[src/sram_chan_pkg.sv]
package sram_chan_pkg;

    // ========================================================================
    // Datapath and buffer sizing
    // ========================================================================

    // Width of one data beat
    localparam int DATA_WIDTH = 32;

    // FIFO storage depth and pointer width
    localparam int FIFO_DEPTH = 16;
    localparam int ADDR_WIDTH = $clog2(FIFO_DEPTH);

    // Counts and space values need one bit more than the pointer
    localparam int COUNT_WIDTH = ADDR_WIDTH + 1;

    // Burst reservation size from the read engine
    localparam int ALLOC_SIZE_WIDTH = 8;

    // Bridge skid buffer, plus one read in flight for the occupancy range
    localparam int SKID_DEPTH = 4;
    localparam int OCC_WIDTH  = 3;

    // ========================================================================
    // Bridge read slot
    // ========================================================================

    // Idle means no FIFO read outstanding
    typedef enum logic {
        SLOT_IDLE    = 1'b0,
        SLOT_PENDING = 1'b1
    } bridge_slot_e;

endpackage

[src/space_alloc_ctrl.sv]
`timescale 1ns/1ps

module space_alloc_ctrl import sram_chan_pkg::*; (
    input  logic                        clk,
    input  logic                        rst_n,

    // Burst reservation strobe from the read engine
    input  logic                        alloc_req,
    input  logic [ALLOC_SIZE_WIDTH-1:0] alloc_size,

    // One beat handed to the write engine
    input  logic                        beat_release,

    // Space not yet reserved
    output logic [COUNT_WIDTH-1:0]      space_free
);

    // Request decode
    logic                   alloc_fits;
    logic                   alloc_take;
    logic [COUNT_WIDTH-1:0] alloc_amount;

    // Release and combined update
    logic [COUNT_WIDTH-1:0] release_amount;
    logic [COUNT_WIDTH-1:0] space_next;

    // ========================================================================
    // Reservation decision
    // ========================================================================

    // Compare at the wider size width so large bursts are rejected
    assign alloc_fits   = alloc_size <= ALLOC_SIZE_WIDTH'(space_free);
    assign alloc_take   = alloc_req && alloc_fits;

    // Oversized requests are dropped, nothing is queued
    assign alloc_amount = alloc_take ? COUNT_WIDTH'(alloc_size) : '0;

    // Each output transfer returns one beat of space
    assign release_amount = COUNT_WIDTH'(beat_release);

    // Allocation and release may land on the same edge
    assign space_next = space_free - alloc_amount + release_amount;

    // ========================================================================
    // Reservation counter
    // ========================================================================

    always_ff @(posedge clk or negedge rst_n) begin
        if (!rst_n) begin
            // Whole buffer is free out of reset
            space_free <= COUNT_WIDTH'(FIFO_DEPTH);
        end else begin
            space_free <= space_next;
        end
    end

endmodule

[src/chan_fifo_sync.sv]
`timescale 1ns/1ps

module chan_fifo_sync import sram_chan_pkg::*; (
    input  logic                   clk,
    input  logic                   rst_n,

    // Write side, valid/ready from the read engine
    input  logic                   wr_valid,
    output logic                   wr_ready,
    input  logic [DATA_WIDTH-1:0]  wr_data,

    // Read side, pop with one cycle of read latency
    input  logic                   pop,
    output logic                   not_empty,
    output logic [DATA_WIDTH-1:0]  rd_data,
    output logic                   rd_data_valid,

    // Entries currently stored
    output logic [COUNT_WIDTH-1:0] count
);

    // Storage array
    logic [DATA_WIDTH-1:0] mem [FIFO_DEPTH];

    // Pointers carry a wrap bit above the index
    logic [ADDR_WIDTH:0]   wr_ptr;
    logic [ADDR_WIDTH:0]   rd_ptr;

    // Status and qualified strobes
    logic                  full;
    logic                  push;
    logic                  do_pop;

    // ========================================================================
    // Status
    // ========================================================================

    // Same index with opposite wrap bits means every entry is used
    assign full = (wr_ptr[ADDR_WIDTH] != rd_ptr[ADDR_WIDTH]) &&
                  (wr_ptr[ADDR_WIDTH-1:0] == rd_ptr[ADDR_WIDTH-1:0]);

    assign not_empty = (wr_ptr != rd_ptr);
    assign wr_ready  = !full;

    // Pointer difference wraps correctly thanks to the extra bit
    assign count = wr_ptr - rd_ptr;

    // Handshake and guarded pop
    assign push   = wr_valid && wr_ready;
    assign do_pop = pop && not_empty;

    // ========================================================================
    // Pointers
    // ========================================================================

    always_ff @(posedge clk or negedge rst_n) begin
        if (!rst_n) begin
            wr_ptr <= '0;
            rd_ptr <= '0;
        end else begin
            if (push) begin
                wr_ptr <= wr_ptr + 1'b1;
            end
            if (do_pop) begin
                rd_ptr <= rd_ptr + 1'b1;
            end
        end
    end

    // ========================================================================
    // Storage and registered read port
    // ========================================================================

    always_ff @(posedge clk) begin
        if (push) begin
            mem[wr_ptr[ADDR_WIDTH-1:0]] <= wr_data;
        end
    end

    // Read data holds until the next pop, like a real SRAM output latch
    always_ff @(posedge clk) begin
        if (do_pop) begin
            rd_data <= mem[rd_ptr[ADDR_WIDTH-1:0]];
        end
    end

    // Data valid for exactly the cycle after the pop edge
    always_ff @(posedge clk or negedge rst_n) begin
        if (!rst_n) begin
            rd_data_valid <= 1'b0;
        end else begin
            rd_data_valid <= do_pop;
        end
    end

endmodule

[src/read_latency_bridge.sv]
`timescale 1ns/1ps

module read_latency_bridge import sram_chan_pkg::*; (
    input  logic                  clk,
    input  logic                  rst_n,

    // FIFO read port
    input  logic                  fifo_not_empty,
    output logic                  fifo_pop,
    input  logic [DATA_WIDTH-1:0] fifo_rd_data,
    input  logic                  fifo_rd_data_valid,

    // Output stream toward the write engine
    output logic                  m_valid,
    input  logic                  m_ready,
    output logic [DATA_WIDTH-1:0] m_data,

    // Beats held here, skid plus the read in flight
    output logic [OCC_WIDTH-1:0]  occupancy,

    // Observation points
    output logic                  dbg_pending,
    output logic                  dbg_out_valid
);

    // Read slot state
    bridge_slot_e slot_state;
    bridge_slot_e slot_next;

    // Skid buffer storage and indices
    logic [DATA_WIDTH-1:0]         skid_mem [SKID_DEPTH];
    logic [$clog2(SKID_DEPTH)-1:0] skid_wr_idx;
    logic [$clog2(SKID_DEPTH)-1:0] skid_rd_idx;
    logic [OCC_WIDTH-1:0]          skid_count;

    // Skid strobes
    logic                          skid_push;
    logic                          out_fire;

    // ========================================================================
    // Read issue
    // ========================================================================

    // One read at a time, and only with a free skid entry for its return
    assign fifo_pop = (slot_state == SLOT_IDLE) && fifo_not_empty &&
                      (skid_count < OCC_WIDTH'(SKID_DEPTH));

    // Slot FSM
    always_comb begin
        slot_next = slot_state;
        case (slot_state)
            SLOT_IDLE: begin
                if (fifo_pop) begin
                    slot_next = SLOT_PENDING;
                end
            end
            SLOT_PENDING: begin
                // Returned beat is caught at the end of this cycle
                if (fifo_rd_data_valid) begin
                    slot_next = SLOT_IDLE;
                end
            end
            default: slot_next = SLOT_IDLE;
        endcase
    end

    always_ff @(posedge clk or negedge rst_n) begin
        if (!rst_n) begin
            slot_state <= SLOT_IDLE;
        end else begin
            slot_state <= slot_next;
        end
    end

    // ========================================================================
    // Skid buffer
    // ========================================================================

    assign skid_push = fifo_rd_data_valid;
    assign out_fire  = m_valid && m_ready;

    // Payload entries
    always_ff @(posedge clk) begin
        if (skid_push) begin
            skid_mem[skid_wr_idx] <= fifo_rd_data;
        end
    end

    // Indices wrap naturally, depth is a power of two
    always_ff @(posedge clk or negedge rst_n) begin
        if (!rst_n) begin
            skid_wr_idx <= '0;
            skid_rd_idx <= '0;
            skid_count  <= '0;
        end else begin
            if (skid_push) begin
                skid_wr_idx <= skid_wr_idx + 1'b1;
            end
            if (out_fire) begin
                skid_rd_idx <= skid_rd_idx + 1'b1;
            end
            skid_count <= skid_count + OCC_WIDTH'(skid_push) - OCC_WIDTH'(out_fire);
        end
    end

    // ========================================================================
    // Output and status
    // ========================================================================

    // Oldest beat is always on the output
    assign m_valid = (skid_count != '0);
    assign m_data  = skid_mem[skid_rd_idx];

    // Count the outstanding read as held data
    assign occupancy = skid_count + OCC_WIDTH'(slot_state == SLOT_PENDING);

    assign dbg_pending   = (slot_state == SLOT_PENDING);
    assign dbg_out_valid = m_valid;

endmodule

[src/sram_channel_unit.sv]
`timescale 1ns/1ps

module sram_channel_unit import sram_chan_pkg::*; (
    input  logic                        clk,
    input  logic                        rst_n,

    // Input stream from the read engine
    input  logic                        axi_rd_sram_valid,
    output logic                        axi_rd_sram_ready,
    input  logic [DATA_WIDTH-1:0]       axi_rd_sram_data,

    // Output stream to the write engine
    output logic                        axi_wr_sram_valid,
    input  logic                        axi_wr_sram_ready,
    output logic [DATA_WIDTH-1:0]       axi_wr_sram_data,

    // Burst allocation
    input  logic                        rd_alloc_req,
    input  logic [ALLOC_SIZE_WIDTH-1:0] rd_alloc_size,
    output logic [COUNT_WIDTH-1:0]      rd_space_free,

    // Status
    output logic [COUNT_WIDTH-1:0]      wr_data_available,
    output logic                        dbg_bridge_pending,
    output logic                        dbg_bridge_out_valid
);

    // Allocator
    logic                   out_release;
    logic [COUNT_WIDTH-1:0] alloc_space_free;

    // FIFO to bridge
    logic                   fifo_not_empty;
    logic                   fifo_pop;
    logic [DATA_WIDTH-1:0]  fifo_rd_data;
    logic                   fifo_rd_data_valid;
    logic [COUNT_WIDTH-1:0] fifo_count;

    // Beats held inside the bridge
    logic [OCC_WIDTH-1:0]   bridge_occupancy;

    // ========================================================================
    // Space allocation
    // ========================================================================

    // Space comes back once a beat leaves the channel
    assign out_release = axi_wr_sram_valid && axi_wr_sram_ready;

    space_alloc_ctrl u_alloc_ctrl (
        .clk          (clk),
        .rst_n        (rst_n),
        .alloc_req    (rd_alloc_req),
        .alloc_size   (rd_alloc_size),
        .beat_release (out_release),
        .space_free   (alloc_space_free)
    );

    // Extra register stage toward the read engine
    always_ff @(posedge clk or negedge rst_n) begin
        if (!rst_n) begin
            rd_space_free <= COUNT_WIDTH'(FIFO_DEPTH);
        end else begin
            rd_space_free <= alloc_space_free;
        end
    end

    // ========================================================================
    // Data path
    // ========================================================================

    // Input ready follows FIFO full directly
    chan_fifo_sync u_chan_fifo (
        .clk           (clk),
        .rst_n         (rst_n),
        .wr_valid      (axi_rd_sram_valid),
        .wr_ready      (axi_rd_sram_ready),
        .wr_data       (axi_rd_sram_data),
        .pop           (fifo_pop),
        .not_empty     (fifo_not_empty),
        .rd_data       (fifo_rd_data),
        .rd_data_valid (fifo_rd_data_valid),
        .count         (fifo_count)
    );

    read_latency_bridge u_latency_bridge (
        .clk                (clk),
        .rst_n              (rst_n),
        .fifo_not_empty     (fifo_not_empty),
        .fifo_pop           (fifo_pop),
        .fifo_rd_data       (fifo_rd_data),
        .fifo_rd_data_valid (fifo_rd_data_valid),
        .m_valid            (axi_wr_sram_valid),
        .m_ready            (axi_wr_sram_ready),
        .m_data             (axi_wr_sram_data),
        .occupancy          (bridge_occupancy),
        .dbg_pending        (dbg_bridge_pending),
        .dbg_out_valid      (dbg_bridge_out_valid)
    );

    // Held beats, FIFO entries plus bridge contents, combinational
    assign wr_data_available = fifo_count + COUNT_WIDTH'(bridge_occupancy);

endmodule

[config.mk]
export PLATFORM = sky130hd
export DESIGN_NAME = sram_channel_unit
export DESIGN_NICKNAME = d
export VERILOG_FILES = /design/src/sram_chan_pkg.sv /design/src/space_alloc_ctrl.sv /design/src/chan_fifo_sync.sv /design/src/read_latency_bridge.sv /design/src/sram_channel_unit.sv
export SDC_FILE = /design/constraint.sdc
export NUM_CORES = 1
export LEC_CHECK = 0
export ABC_CLOCK_PERIOD_IN_PS = 5200
export BUFFER_PORTS_ARGS = -buffer_cell sky130_fd_sc_hd__buf_4
export CAP_MARGIN = 5
export CELL_PAD_IN_SITES_DETAIL_PLACEMENT = 1
export CELL_PAD_IN_SITES_GLOBAL_PLACEMENT = 1
export CORE_UTILIZATION = 50
export DETAILED_ROUTE_END_ITERATION = 8
export PLACE_DENSITY = 0.73
export SLEW_MARGIN = 15
export SYNTH_ARGS = -nofsm -noshare
export SYNTH_HDL_FRONTEND = slang
export SYNTH_SLANG_ARGS = --single-unit
[constraint.sdc]
create_clock -name clk -period 5.2 [get_ports clk]
set_input_delay 1.04 -clock clk [delete_from_list [all_inputs] [get_ports clk]]
set_output_delay 1.04 -clock clk [all_outputs]
set_load 0.01 [all_outputs]
==> run summary <==
status = finished clean
synthesized-area fraction occupied by adder cells = 1.88%
worst max-slew margin expressed relative to the limit = 25.7%
# hold bufs at CTS = 0
Critical Path Sink Type = output port
flops & latches, synth = 701
standard cell with the maximum stage delay on the critical path = fa_1
Power Density = 585 nW/um^2
crit start category = flip-flop
Crit path max-delay family = adder cells
leakage dissipation = 10.0 nW
number of DRC violations after detailed routing = 0
number of buffers and inverters on the critical path = 1
Synth area leader = edfxtp_1
most frequent cells in the layout = edfxtp_1, mux4_2, buf_4
total die area = 54200 sq um
number of clock sinks = 701
logic depth of the worst path, buffers included = 9
largest family of logic cells by synthesized area = multiplexers
post-synthesis to final-layout area growth = 14.0%
cell area after technology mapping = 26600 sq um
Synth area leaders = edfxtp_1, mux4_2, dfrtp_1
final hold violation count = 0
clock latency reported for the late side of the worst-skew pair = 0.61 ns
Syn Inst Count = 1174
I/O pin count = 91
clock tree from TritonCTS = done
Die Y-Extent = 233 um
worst-case reg-to-reg path depth = 15
clock transition at the registers of the reported paths = 0.06 ns
worst clock skew = 0.0226 ns
number of cells in the design after placement = 1931
shortest period the worst path allows = 4.12 ns
deepest level of the CTS H-tree = 3
critical path required time = 4.16 ns
post-CTS setup repair buffer count = 0
input/output buffers = 90
net count of the finished layout = 1397
remaining antenna violation count after routing = 0
top fanout value on the critical path = 5
number of fillers in the final layout = 4381
wire length of the first global-routing pass = 85900 um
total routing usage reported by global routing = 22.3%
die boundary width = 233 um
Top cell by count, worst path = ha_1
count of flip-flops with a built-in enable after synthesis = 672
achievable clock frequency = 243 MHz
share of synthesized flip-flops with an asynchronous set or reset = 4.14%
commonest register cell after synthesis = edfxtp_1
final worst-path cycle share = 79.2%
most common cell after layout, fill and taps aside = edfxtp_1
aggregate global routing overflow = 0
synthesized netlist net count = 1256
CTS Root Buffer Type = clkbuf_16
number of placement rows = 84
complex-gate fraction of the synthesized area = 2.24%
sequential area share after synthesis = 78.5%
Synth Area per Inst = 22.7 sq um
simple-gate share of the synthesized area = 1.70%
multiplexer share of the synthesized area = 13.6%
cell-by-cell listing of the critical path = ha_1 -> ha_1 -> xor2_1 -> fa_1 -> ha_1 -> a21o_1 -> a21oi_1 -> xnor2_1 -> buf_4
Hold Crit Class = in -> async
detailed-placement wirelength estimate = 32900 um
library cells used by synthesis = 41
via count of the first global-routing pass = 13300
setup repair after global routing missed its margin = no
number of standard cells in the layout, taps in and fillers out = 2057
deepest clock path buffer count = 3
peak per-stage delay on the critical path = 0.45 ns
RD Place Congestion = 0.778
starting density of the core = 50.7%
first-pass iteration count of the detailed router = 5
xor and xnor fraction of the mapped netlist area = 0.888%
average routed wire per standard cell = 28.5 um
initial antenna violation count = 5
final setup violation count = 0
slew of the pin with the lowest slew margin = 1.11 ns
cts bufs inserted = 70
share of Yosys cell area claimed by the top area cell type = 75.7%
total routed wirelength = 58600 um
Iter 0 DRT Violations = 1112
Worst VDD drop = 0.000410 V
largest net degree at the start of global routing = 63
via count normalized by instance count = 5.95
number of instances resized during post-cts repair = 0
final-report max-slew violation count = 0
setup_tns = 0 ns
max cap viols = 0
vias = 12200
CP Data Arrival Time = 3.08 ns
share of layout cells above drive strength 1 = 29.4%
critical setup path kind = reg -> out
number of warnings issued by yosys = 0
area of the core = 52600 sq um
==> sequential cells by signal, indices dropped and copies added, names as in the netlist, 3 cells and up <==
register / count
u_chan_fifo.mem: 512
u_latency_bridge.skid_mem: 128
u_chan_fifo.rd_ptr: 5
u_chan_fifo.rd_data: 32
rd_space_free: 5
u_alloc_ctrl.space_free: 5
u_latency_bridge.skid_count: 3
u_chan_fifo.wr_ptr: 5
==> Yosys cell counts (all sizes together) (3+ instances only) <==
cell type	n
a21oi	5
nor3b	3
nand2	40
nand3	4
inv	26
nor2	10
edfxtp	672
and3	4
ha	32
mux4	160
xnor2	16
clkbuf	27
a22oi	64
fa	5
dfrtp	27
buf	25
xor2	11
and2	18
a21o	5
==> power breakdown <==
part           internal, mW  switching, mW  total, mW  leakage (nW)
Clock                  2.64           2.05       4.69          1.03
Combinational          2.38           2.84       5.22          2.56
Sequential             7.32          0.547       7.86          6.43
Total                  12.3           5.43       17.8          10.0
==> logic make-up after synthesis <==
| kind of cell | count (synthesis) |
|---|---|
| AND/OR/NAND/NOR | 90 |
| XOR/XNOR | 27 |
| flip-flops | 701 |
| adder cells (fa/ha/maj) | 37 |
| buffers and inverters | 78 |
| multiplexers | 162 |
| AO/OA/AOI/OAI | 79 |
==> final cells by class <==
type | instances | area (sq um) | share of cell area [%]
antenna | 1 | 2.50 | 0.00824
clock buffer | 86 | 1900 | 6.25
clock inverter | 39 | 220 | 0.725
inverter | 26 | 97.6 | 0.321
multi-input combinational | 395 | 5460 | 18.0
sequential | 701 | 20900 | 68.9
tap | 688 | 861 | 2.84
timing repair buffer | 121 | 908 | 2.99
==> worst register-to-register path, delay by kind of cell (launching register included) <==
kind                       cells  cell delay [ns]
adders and majority gates      4             1.09
AOI/OAI and AO/OA              4             0.61
buffers and inverters          2             0.09
DFF                            1             0.54
and+or+nand+nor                3             0.92
xor gates and xnor gates       2             0.31
==> metal layers <==
layer / vias up / routed length [um] / track usage (%)
li1: 5170 / - / -
met1: 6583 / 23300 / 28.3
met2: 384 / 30400 / 38.5
met3: 96 / 3340 / 4.24
met4: 4 / 1470 / 7.76
met5: - / 26 / 0
==> through the flow <==
| step | setup WS, ns | hold slack (ns) | util (%) | area, sq um | power (mW) |
|---|---|---|---|---|---|
| final | 1.08 | 0.370 | 57.8 | 30400 | 17.8 |
| after global routing | 0.923 | 0.385 | 57.8 | 30400 | 18.5 |
| after CTS | 1.02 | 0.363 | 57.8 | 30400 | 18.0 |
| after detailed placement | 1.01 | 0.373 | 53.7 | 28200 | 13.2 |
| after global placement | 1.10 | 0.370 | 53.7 | 28200 | 13.0 |
| after floorplan | 1.49 | 0.367 | - | 26600 | 11.2 |
==> path summary, 6_finish.rpt <==
check / from / to / slack, ns
min reg2reg: u_alloc_ctrl.space_free[4]$_DFF_PN1_ / rd_space_free[4]$_DFF_PN1_ / 0.38
max in group asynchronous: rst_n / rd_space_free[4]$_DFF_PN1_ / 4.49
max: u_latency_bridge.dbg_pending$_DFF_PN0_ / wr_data_available[4] / 1.08
max reg2reg: u_alloc_ctrl.space_free[4]$_DFF_PN1_ / u_alloc_ctrl.space_free[4]$_DFF_PN1_ / 1.57
min: rst_n / u_chan_fifo.wr_ptr[2]$_DFFE_PN0P_ / 0.37
min in group clk: u_alloc_ctrl.space_free[4]$_DFF_PN1_ / rd_space_free[4]$_DFF_PN1_ / 0.38
(Power assumes the default switching activity.)
